$ cat src/logic/mem_cfg.svh
`ifndef MEM_CFG_SVH
`define MEM_CFG_SVH

// bank count must be a power of two
`define NUM_BANKS   4
`define BANK_WORDS  256

`define AXI_ID_W    4

// derived index widths
`define BANK_SEL_W  $clog2(`NUM_BANKS)
`define WORD_IDX_W  $clog2(`BANK_WORDS)

`endif

$ cat src/logic/axi_pkg.sv
`include "mem_cfg.svh"

package axi_pkg;

    typedef logic [31:0] axi_word_t;

    typedef enum logic [1:0] {
        BURST_FIXED = 2'b00,
        BURST_INCR  = 2'b01,
        BURST_WRAP  = 2'b10
    } axi_burst_t;

    typedef logic [3:0] beat_len_t;             // beats minus one

    localparam int TAG_W = 32 - `WORD_IDX_W - `BANK_SEL_W - 2;

    // byte address split for word interleaving
    typedef struct packed {
        logic [TAG_W-1:0]       tag;
        logic [`WORD_IDX_W-1:0] idx;            // word within bank
        logic [`BANK_SEL_W-1:0] bank;
        logic [1:0]             offset;
    } axi_addr_s;

    typedef union packed {
        axi_word_t flat;
        axi_addr_s f;
    } axi_addr_u;

endpackage

$ cat src/logic/axi3_if.sv
`timescale 1ns/1ps
`include "mem_cfg.svh"

interface axi3_if import axi_pkg::*; ();

    logic [`AXI_ID_W-1:0] arid;
    axi_word_t            araddr;
    beat_len_t            arlen;
    logic [2:0]           arsize;
    axi_burst_t           arburst;
    logic                 arvalid;
    logic                 arready;

    logic [`AXI_ID_W-1:0] rid;
    axi_word_t            rdata;
    logic                 rlast;
    logic                 rvalid;
    logic                 rready;

    logic [`AXI_ID_W-1:0] awid;
    axi_word_t            awaddr;
    beat_len_t            awlen;
    logic [2:0]           awsize;
    axi_burst_t           awburst;
    logic                 awvalid;
    logic                 awready;

    axi_word_t            wdata;
    logic [3:0]           wstrb;
    logic                 wlast;
    logic                 wvalid;
    logic                 wready;

    logic [`AXI_ID_W-1:0] bid;
    logic                 bvalid;
    logic                 bready;

    modport master (
        output arid, araddr, arlen, arsize, arburst, arvalid, rready,
        output awid, awaddr, awlen, awsize, awburst, awvalid,
        output wdata, wstrb, wlast, wvalid, bready,
        input  arready, rid, rdata, rlast, rvalid, awready, wready, bid, bvalid
    );

    modport slave (
        input  arid, araddr, arlen, arsize, arburst, arvalid, rready,
        input  awid, awaddr, awlen, awsize, awburst, awvalid,
        input  wdata, wstrb, wlast, wvalid, bready,
        output arready, rid, rdata, rlast, rvalid, awready, wready, bid, bvalid
    );

endinterface

$ cat src/logic/cpu_axi_arbiter.sv
`timescale 1ns/1ps
`include "mem_cfg.svh"

module cpu_axi_arbiter import axi_pkg::*; (
    input  axi_word_t  i_ifetch_araddr,
    input  axi_burst_t i_ifetch_arburst,
    input  logic [7:0] i_ifetch_arlen,
    input  logic       i_ifetch_arvalid,
    output logic       o_ifetch_arready,
    output axi_word_t  o_ifetch_rdata,
    output logic       o_ifetch_rlast,
    output logic       o_ifetch_rvalid,
    input  logic       i_ifetch_rready,

    input  axi_word_t  i_data_araddr,
    input  logic [7:0] i_data_arlen,
    input  logic [2:0] i_data_arsize,
    input  logic       i_data_arvalid,
    output logic       o_data_arready,
    output axi_word_t  o_data_rdata,
    output logic       o_data_rlast,
    output logic       o_data_rvalid,
    input  logic       i_data_rready,

    input  axi_word_t  i_data_awaddr,
    input  logic [7:0] i_data_awlen,
    input  logic [2:0] i_data_awsize,
    input  logic       i_data_awvalid,
    output logic       o_data_awready,
    input  axi_word_t  i_data_wdata,
    input  logic [3:0] i_data_wstrb,
    input  logic       i_data_wlast,
    input  logic       i_data_wvalid,
    output logic       o_data_wready,
    output logic       o_data_bvalid,
    input  logic       i_data_bready,

    axi3_if.master     axi
);

    logic raddr_sel;                            // data read gets AR only when fetch is quiet
    logic rdata_sel;

    assign raddr_sel = !i_ifetch_arvalid && i_data_arvalid;
    assign rdata_sel = axi.rid[0];

    assign o_ifetch_arready = axi.arready && !raddr_sel;
    assign o_ifetch_rdata   = !rdata_sel ? axi.rdata  : '0;
    assign o_ifetch_rlast   = !rdata_sel ? axi.rlast  : 1'b0;
    assign o_ifetch_rvalid  = !rdata_sel ? axi.rvalid : 1'b0;

    assign o_data_arready   = axi.arready && raddr_sel;
    assign o_data_rdata     = rdata_sel ? axi.rdata  : '0;
    assign o_data_rlast     = rdata_sel ? axi.rlast  : 1'b0;
    assign o_data_rvalid    = rdata_sel ? axi.rvalid : 1'b0;

    assign axi.arid    = {{(`AXI_ID_W-1){1'b0}}, raddr_sel};
    assign axi.araddr  = raddr_sel ? i_data_araddr : i_ifetch_araddr;
    assign axi.arlen   = raddr_sel ? i_data_arlen[3:0] : i_ifetch_arlen[3:0];
    assign axi.arsize  = raddr_sel ? i_data_arsize : 3'b010;    // fetch is always a word
    assign axi.arburst = raddr_sel ? BURST_WRAP : i_ifetch_arburst;
    assign axi.arvalid = raddr_sel ? i_data_arvalid : i_ifetch_arvalid;
    assign axi.rready  = rdata_sel ? i_data_rready : i_ifetch_rready;

    // writes come only from the data port
    assign axi.awid    = '0;
    assign axi.awaddr  = i_data_awaddr;
    assign axi.awlen   = i_data_awlen[3:0];
    assign axi.awsize  = i_data_awsize;
    assign axi.awburst = BURST_WRAP;
    assign axi.awvalid = i_data_awvalid;
    assign axi.wdata   = i_data_wdata;
    assign axi.wstrb   = i_data_wstrb;
    assign axi.wlast   = i_data_wlast;
    assign axi.wvalid  = i_data_wvalid;
    assign axi.bready  = i_data_bready;

    assign o_data_awready = axi.awready;
    assign o_data_wready  = axi.wready;
    assign o_data_bvalid  = axi.bvalid;

endmodule

$ cat src/flat_wrapper.sv
// flat-port wrapper written by rule: the top's interface ports become plain ports
module cpu_axi_arbiter_flat import axi_pkg::*;
  (i_ifetch_araddr, i_ifetch_arburst, i_ifetch_arlen, i_ifetch_arvalid, o_ifetch_arready, o_ifetch_rdata, o_ifetch_rlast, o_ifetch_rvalid, i_ifetch_rready, i_data_araddr, i_data_arlen, i_data_arsize, i_data_arvalid, o_data_arready, o_data_rdata, o_data_rlast, o_data_rvalid, i_data_rready, i_data_awaddr, i_data_awlen, i_data_awsize, i_data_awvalid, o_data_awready, i_data_wdata, i_data_wstrb, i_data_wlast, i_data_wvalid, o_data_wready, o_data_bvalid, i_data_bready, axi_arid, axi_araddr, axi_arlen, axi_arsize, axi_arburst, axi_arvalid, axi_rready, axi_awid, axi_awaddr, axi_awlen, axi_awsize, axi_awburst, axi_awvalid, axi_wdata, axi_wstrb, axi_wlast, axi_wvalid, axi_bready, axi_arready, axi_rid, axi_rdata, axi_rlast, axi_rvalid, axi_awready, axi_wready, axi_bid, axi_bvalid);
  axi3_if axi_i ();
  input  axi_word_t i_ifetch_araddr;
  input  axi_burst_t i_ifetch_arburst;
  input  logic [7:0] i_ifetch_arlen;
  input  logic i_ifetch_arvalid;
  output logic o_ifetch_arready;
  output axi_word_t o_ifetch_rdata;
  output logic o_ifetch_rlast;
  output logic o_ifetch_rvalid;
  input  logic i_ifetch_rready;
  input  axi_word_t i_data_araddr;
  input  logic [7:0] i_data_arlen;
  input  logic [2:0] i_data_arsize;
  input  logic i_data_arvalid;
  output logic o_data_arready;
  output axi_word_t o_data_rdata;
  output logic o_data_rlast;
  output logic o_data_rvalid;
  input  logic i_data_rready;
  input  axi_word_t i_data_awaddr;
  input  logic [7:0] i_data_awlen;
  input  logic [2:0] i_data_awsize;
  input  logic i_data_awvalid;
  output logic o_data_awready;
  input  axi_word_t i_data_wdata;
  input  logic [3:0] i_data_wstrb;
  input  logic i_data_wlast;
  input  logic i_data_wvalid;
  output logic o_data_wready;
  output logic o_data_bvalid;
  input  logic i_data_bready;
  output wire logic [$bits(axi_i.arid)-1:0] axi_arid;
  output wire logic [$bits(axi_i.araddr)-1:0] axi_araddr;
  output wire logic [$bits(axi_i.arlen)-1:0] axi_arlen;
  output wire logic [$bits(axi_i.arsize)-1:0] axi_arsize;
  output wire logic [$bits(axi_i.arburst)-1:0] axi_arburst;
  output wire logic [$bits(axi_i.arvalid)-1:0] axi_arvalid;
  output wire logic [$bits(axi_i.rready)-1:0] axi_rready;
  output wire logic [$bits(axi_i.awid)-1:0] axi_awid;
  output wire logic [$bits(axi_i.awaddr)-1:0] axi_awaddr;
  output wire logic [$bits(axi_i.awlen)-1:0] axi_awlen;
  output wire logic [$bits(axi_i.awsize)-1:0] axi_awsize;
  output wire logic [$bits(axi_i.awburst)-1:0] axi_awburst;
  output wire logic [$bits(axi_i.awvalid)-1:0] axi_awvalid;
  output wire logic [$bits(axi_i.wdata)-1:0] axi_wdata;
  output wire logic [$bits(axi_i.wstrb)-1:0] axi_wstrb;
  output wire logic [$bits(axi_i.wlast)-1:0] axi_wlast;
  output wire logic [$bits(axi_i.wvalid)-1:0] axi_wvalid;
  output wire logic [$bits(axi_i.bready)-1:0] axi_bready;
  input wire logic [$bits(axi_i.arready)-1:0] axi_arready;
  input wire logic [$bits(axi_i.rid)-1:0] axi_rid;
  input wire logic [$bits(axi_i.rdata)-1:0] axi_rdata;
  input wire logic [$bits(axi_i.rlast)-1:0] axi_rlast;
  input wire logic [$bits(axi_i.rvalid)-1:0] axi_rvalid;
  input wire logic [$bits(axi_i.awready)-1:0] axi_awready;
  input wire logic [$bits(axi_i.wready)-1:0] axi_wready;
  input wire logic [$bits(axi_i.bid)-1:0] axi_bid;
  input wire logic [$bits(axi_i.bvalid)-1:0] axi_bvalid;
  assign axi_arid = axi_i.arid;
  assign axi_araddr = axi_i.araddr;
  assign axi_arlen = axi_i.arlen;
  assign axi_arsize = axi_i.arsize;
  assign axi_arburst = axi_i.arburst;
  assign axi_arvalid = axi_i.arvalid;
  assign axi_rready = axi_i.rready;
  assign axi_awid = axi_i.awid;
  assign axi_awaddr = axi_i.awaddr;
  assign axi_awlen = axi_i.awlen;
  assign axi_awsize = axi_i.awsize;
  assign axi_awburst = axi_i.awburst;
  assign axi_awvalid = axi_i.awvalid;
  assign axi_wdata = axi_i.wdata;
  assign axi_wstrb = axi_i.wstrb;
  assign axi_wlast = axi_i.wlast;
  assign axi_wvalid = axi_i.wvalid;
  assign axi_bready = axi_i.bready;
  assign axi_i.arready = axi_arready;
  assign axi_i.rid = axi_rid;
  assign axi_i.rdata = axi_rdata;
  assign axi_i.rlast = axi_rlast;
  assign axi_i.rvalid = axi_rvalid;
  assign axi_i.awready = axi_awready;
  assign axi_i.wready = axi_wready;
  assign axi_i.bid = axi_bid;
  assign axi_i.bvalid = axi_bvalid;
  cpu_axi_arbiter u_core (.i_ifetch_araddr(i_ifetch_araddr), .i_ifetch_arburst(i_ifetch_arburst), .i_ifetch_arlen(i_ifetch_arlen), .i_ifetch_arvalid(i_ifetch_arvalid), .o_ifetch_arready(o_ifetch_arready), .o_ifetch_rdata(o_ifetch_rdata), .o_ifetch_rlast(o_ifetch_rlast), .o_ifetch_rvalid(o_ifetch_rvalid), .i_ifetch_rready(i_ifetch_rready), .i_data_araddr(i_data_araddr), .i_data_arlen(i_data_arlen), .i_data_arsize(i_data_arsize), .i_data_arvalid(i_data_arvalid), .o_data_arready(o_data_arready), .o_data_rdata(o_data_rdata), .o_data_rlast(o_data_rlast), .o_data_rvalid(o_data_rvalid), .i_data_rready(i_data_rready), .i_data_awaddr(i_data_awaddr), .i_data_awlen(i_data_awlen), .i_data_awsize(i_data_awsize), .i_data_awvalid(i_data_awvalid), .o_data_awready(o_data_awready), .i_data_wdata(i_data_wdata), .i_data_wstrb(i_data_wstrb), .i_data_wlast(i_data_wlast), .i_data_wvalid(i_data_wvalid), .o_data_wready(o_data_wready), .o_data_bvalid(o_data_bvalid), .i_data_bready(i_data_bready), .axi(axi_i));
endmodule
$ cat config.mk
export PLATFORM = sky130hd
export DESIGN_NAME = cpu_axi_arbiter_flat
export DESIGN_NICKNAME = d
export VERILOG_FILES = /design/src/logic/axi_pkg.sv /design/src/logic/axi3_if.sv /design/src/logic/cpu_axi_arbiter.sv /design/src/flat_wrapper.sv
export VERILOG_INCLUDE_DIRS = /design/src /design/src/logic
export SDC_FILE = /design/constraint.sdc
export NUM_CORES = 1
export LEC_CHECK = 0
export BUFFER_PORTS_ARGS = -buffer_cell sky130_fd_sc_hd__buf_2
export CORE_AREA = 5 5 159 161
export DETAILED_ROUTE_END_ITERATION = 8
export DIE_AREA = 0 0 164 166
export SLEW_MARGIN = 20
export SYNTH_ARGS = -nofsm -noshare
export SYNTH_HDL_FRONTEND = slang
export SYNTH_SLANG_ARGS = --single-unit
$ cat constraint.sdc
create_clock -name vclk -period 0.9
set_clock_uncertainty 0.1 [all_clocks]
set_input_delay 0.09 -clock vclk [all_inputs]
set_output_delay 0.09 -clock vclk [all_outputs]
set_load 0.01 [all_outputs]
==> reports/metrics.csv, run 1 <==
metric;value;unit
n_diodes;0;
fraction of layout cells with a size suffix above 1;77.8;%
CP max-delay cell;mux2_4;
Max VDD drop;0.000207;V
Initial Util;7.62;%
slowest cell delay on critical path;0.33;ns
status;finished, violations left;
clock buf count;0;
grt total ovfl;0;
max-slew violations;0;
Die ar.;0.0272;sq mm
setup TNS;-9.23;ns
first-pass GRT wire length;10.7;mm
sw power;595;uW
Buf/Inv on CP;3;
Mapped Area;0.00182;sq mm
Yosys top cell area share;38.0;%
DIE WIDTH;164;um
core area;0.0238;sq mm
Post-CTS Setup Inserts;0;
Max Fclk;0.863;GHz
Post-DP HPWL;7.01;mm
Final Critical Period;1.16;ns
Total GRT Usage;4.86;%
most frequent CP cell;buf_6;
average instance area after synthesis;8.21;sq um
via/cell ratio;2.80;
row count;57;
post-route DRC violation count;0;
final setup margin;-0.258;ns
Setup crit end kind;output pin;
via count;1915;
Initial DRT Pass Iterations;3;
power per cell area;484;mW/mm^2
Cell Int Power;862;uW
Hold Vio Cnt, Final;0;
Crit Path Class;in -> out;
post-route ant nets;0;
die extent in y;166;um
vias in the first global route;2083;
IO buf count;231;
area grow syn2layout;66.0;%
worst path arrival time;0.97;ns
cell taking the most area after synthesis;buf_4;
Synth cell types;15;
DRT Wirelength;7.89;mm
register area;0;sq um
Comb power frac;100.0;%
WL per Instance;11.5;um
leakage dissipation;1.67;nW
post-synthesis sequential area ratio;0;%
first-iteration detailed-routing DRC count;31;
top cells by count, synth;92 x buf_4, 37 x and2_1, 36 x mux2_4, 34 x nor2b_1, 5 x clkbuf_1;
io pins;423;
Hold Crit Class;in -> out;
post-synthesis cell count;221;
crit-path max FO;25;
setup violators final;44;
Final GP Congestion;0.676;
RSZ-0062 raised after global routing;yes;
Seq pwr share;0;%
number of max-cap violations;0;
Area contributors post-synth;buf_4 38%, mux2_4 30%, and2_1 13%;
Switching Share;40.8;%
top-count cell post-synth;buf_4;
violated checks;negative setup slack;
clock share of power;0;%
Period Utilization, post-route;129;%
Crit path required time;0.71;ns
Fillers;2800;
Synth warnings;0;
largest net degree at the start of global routing;36;
initial antenna violation count;0;
pre-CTS setup slack;-0.290;ns
Worst Setup Start Kind;input port;
crit-path leading delay family;buffers and inverters;
Seq cells;0;
Final Net Count;581;
Final Power;1.46;mW
Cell Chain, Critical Path;buf_6 -> nand2b_4 -> buf_12 -> mux2_4 -> buf_6;
repair_timing:
| action | 4_1_cts | 5_1_grt |
|---|---|---|
| resized for setup | 39 | 9 |
| hold buffers | 0 | 0 |
| gates cloned | 0 | 1 |
| endpoints found under the setup margin | 54 | 57 |
| endpoints found under the hold margin | 0 | 0 |
| pin swaps | 0 | 0 |
cells by family after synthesis:
family	after synthesis	synth area share, %
buffers and inverters	105	42.5
and+or+nand+nor	77	26.7
muxes	37	30.4
other	2	0.414
cell type report:
| cell class | count | area [sq um] | area share, % |
|---|---|---|---|
| repair buffers | 236 | 1510 | 50.2 |
| inverters | 2 | 7.51 | 0.249 |
| multi-input cells | 123 | 1090 | 36.1 |
| well taps | 324 | 405 | 13.5 |
path summary, 6_finish.rpt:
| check | start | endpoint | slack (ns) | depth (start not counted) |
|---|---|---|---|---|
| min | i_data_awaddr[2] | axi_awaddr[2] | 0.08 | 0 |
| max | i_ifetch_arvalid | axi_araddr[20] | -0.26 | 5 |
power by group through the flow:
stage,clock network (mW),logic [mW],registers [mW]
detailed placement,0,1.27,0
global route,0,1.58,0
global placement,0,1.26,0
finish,0,1.46,0
CTS,0,1.45,0
floorplan,0,1.04,0
metal layers:
metal / routed length, um / track usage [%] / up-vias
met4: 667 / 3.61 / 0
met3: 1130 / 1.39 / 62
met2: 3620 / 9.11 / 198
met1: 2480 / 4.34 / 788
li1: - / - / 867
met5: 0 / 0 / -
placed cells by master, fill, tap and decap left out:
cell	netlist	routed
or2_2	1	1
inv_2	1	1
inv_1	1	1
nor2b_4	0	1
nor2b_2	0	4
nor2_1	2	2
clkbuf_16	0	1
nor2b_1	34	29
nand2b_1	2	2
nand2b_4	1	1
buf_6	4	39
mux2_2	1	1
mux2_4	36	36
and2_1	37	37
conb_1	2	9
buf_4	92	3
buf_2	0	189
buf_12	0	4
per-stage QoR:
stage	hold WS, ns	cells	area [sq um]	utilization [%]
2_1_floorplan	0.172	228	1840	-
3_3_place_gp	0.0801	684	2720	11.4
3_5_place_dp	0.0801	684	2720	11.4
4_1_cts	0.0801	684	2960	12.4
5_1_grt	0.0800	685	3010	12.6
6_report	0.0800	685	3010	12.6
No activity file was read; power rests on OpenSTA's default activity.
==> inputs of run 2 (changes only) <==
--- a/config.mk
+++ b/config.mk
@@ -6,7 +6,7 @@
 export SDC_FILE = /design/constraint.sdc
 export NUM_CORES = 1
 export LEC_CHECK = 0
-export BUFFER_PORTS_ARGS = -buffer_cell sky130_fd_sc_hd__buf_2
+export BUFFER_PORTS_ARGS = -buffer_cell sky130_fd_sc_hd__buf_4
 export CORE_AREA = 5 5 159 161
 export DETAILED_ROUTE_END_ITERATION = 8
 export DIE_AREA = 0 0 164 166
==> run 2 against run 1 <==
Net effect:
- the flow still finishes with violations (negative setup slack)
- fmax shrank 0.58%
- largest power group unchanged
- non-clock buffer count grew 3
- worst setup slack lost 0.0067 ns
==> reports/metrics.csv, run 2 (synthesis gave the netlist of run 1 again) <==
metric;value;unit;change
status;finished, violations left;;unchanged
Crit path required time;0.71;ns;about the same
n_diodes;0;;unchanged
Final Power;1.70;mW;was 1.46 mW
number of max-cap violations;0;;unchanged
setup violators final;44;;unchanged
Seq pwr share;0;%;about the same
IO buf count;231;;unchanged
Die ar.;0.0272;sq mm;unchanged
Post-DP HPWL;7.28;mm;was 7.01 mm
die extent in y;166;um;unchanged
RSZ-0062 raised after global routing;yes;;unchanged
design area;0.00350;sq mm;was 0.00301 sq mm
first-pass GRT wire length;11.0;mm;was 10.7 mm
first-iteration detailed-routing DRC count;30;;was 31
Hold Vio Cnt, Final;0;;unchanged
power per cell area;486;mW/mm^2;was 484 mW/mm^2
Setup crit end kind;output pin;;unchanged
most frequent CP cell;buf_6;;unchanged
initial antenna violation count;0;;unchanged
clock buf count;0;;unchanged
post-route DRC violation count;0;;unchanged
via count;1936;;was 1,915
fraction of layout cells with a size suffix above 1;76.6;%;was 77.8%
dpl cells;687;;was 684
crit-path leading delay family;buffers and inverters;;unchanged
DRT Wirelength;8.05;mm;was 7.89 mm
vias in the first global route;2055;;was 2,083
Final Critical Period;1.17;ns;was 1.16 ns
Comb power frac;100.0;%;about the same
clock share of power;0;%;about the same
fin cells;688;;was 685
Worst Setup Start Kind;input port;;unchanged
Total GRT Usage;4.99;%;was 4.86%
grt total ovfl;0;;unchanged
CP max-delay cell;mux2_4;;unchanged
register area;0;sq um;unchanged
area of the multi-input gates;0.00107;sq mm;was 0.00109 sq mm
Final Core Density;14.7;%;was 12.6%
area grow syn2layout;92.8;%;was 66.0%
Seq cells;0;;unchanged
commonest non-fill, non-tap cell in the layout;buf_4;;was buf_2
sw power;605;uW;was 595 uW
crit-path max FO;12;;was 25
Area after DPL;0.00332;sq mm;was 0.00272 sq mm
io pins;423;;unchanged
Final GP Congestion;0.717;;was 0.676
DIE WIDTH;164;um;unchanged
core area;0.0238;sq mm;unchanged
pre-CTS setup slack;-0.300;ns;was -0.290 ns
Hold Crit Class;in -> out;;unchanged
slowest cell delay on critical path;0.31;ns;was 0.33 ns
commonest non-fill, non-tap cells in the layout;195 x buf_4, 38 x buf_6, 37 x and2_1;;was 189 x buf_2, 39 x buf_6, 37 x and2_1
Fillers;2763;;was 2,800
WL per Instance;11.7;um;was 11.5 um
via/cell ratio;2.81;;was 2.80
Max VDD drop;0.000193;V;was 0.000207 V
Cell Int Power;1.10;mW;was 862 uW
Cell Chain, Critical Path;buf_6 -> nand2b_4 -> clkbuf_16 -> mux2_4 -> buf_6;;was buf_6 -> nand2b_4 -> buf_12 -> mux2_4 -> buf_6
Initial Util;7.62;%;unchanged
Switching Share;35.5;%;was 40.8%
violated checks;negative setup slack;;unchanged
Final Net Count;584;;was 581
post-route ant nets;0;;unchanged
max-slew violations;0;;unchanged
Initial DRT Pass Iterations;2;;was 3
final setup margin;-0.265;ns;was -0.258 ns
leakage dissipation;1.81;nW;was 1.67 nW
Max Fclk;0.858;GHz;was 0.863 GHz
worst path arrival time;0.98;ns;was 0.97 ns
row count;57;;unchanged
Buf/Inv on CP;3;;unchanged
largest net degree at the start of global routing;30;;was 36
Period Utilization, post-route;129;%;about the same
Crit Path Class;in -> out;;unchanged
Post-CTS Setup Inserts;0;;unchanged
==> run 2: area by class of cell <==
type,instances,area share [%]
repair buffers,239,57.6
well taps,324,11.6
inverters,2,0.215
multi-input cells,123,30.6
==> run 2: timing repair <==
action | 4_1_cts | 5_1_grt
gates cloned | 0 | 1
resized for setup | 40 | 1
setup endpoints to repair | 58 | 45
hold buffers | 0 | 0
==> run 2: per-layer routing <==
layer  routed length (um)  up-vias  GRT usage, %
li1                     -      875             -
met1                 2330      801          4.16
met2                 3740      200          9.10
met3                 1320       60          2.31
met4                  659        0          3.61
met5                    0        -             0
==> run 2: power by group through the flow <==
stage                     Combinational (mW)  Sequential, mW  Clock (mW)
after CTS                               1.71               0           0
after detailed placement                1.60               0           0
after global placement                  1.60               0           0
after floorplan                         1.04               0           0
final                                   1.70               0           0
after global routing                    1.83               0           0
==> run 2: path summary, 6_finish.rpt <==
path | from | to | cells after the start | slack (ns)
setup / recovery | i_ifetch_arvalid | axi_araddr[30] | 5 | -0.27
hold / removal | i_data_wdata[2] | axi_wdata[2] | 0 | 0.08
==> run 2: stage by stage <==
stage	TNS [ns]	hold slack [ns]
after global routing	-11.16	0.0800
after detailed placement	-11.32	0.0801
after global placement	-10.83	0.0801
after floorplan	0	0.172
after CTS	-9.79	0.0801
final	-9.91	0.0800
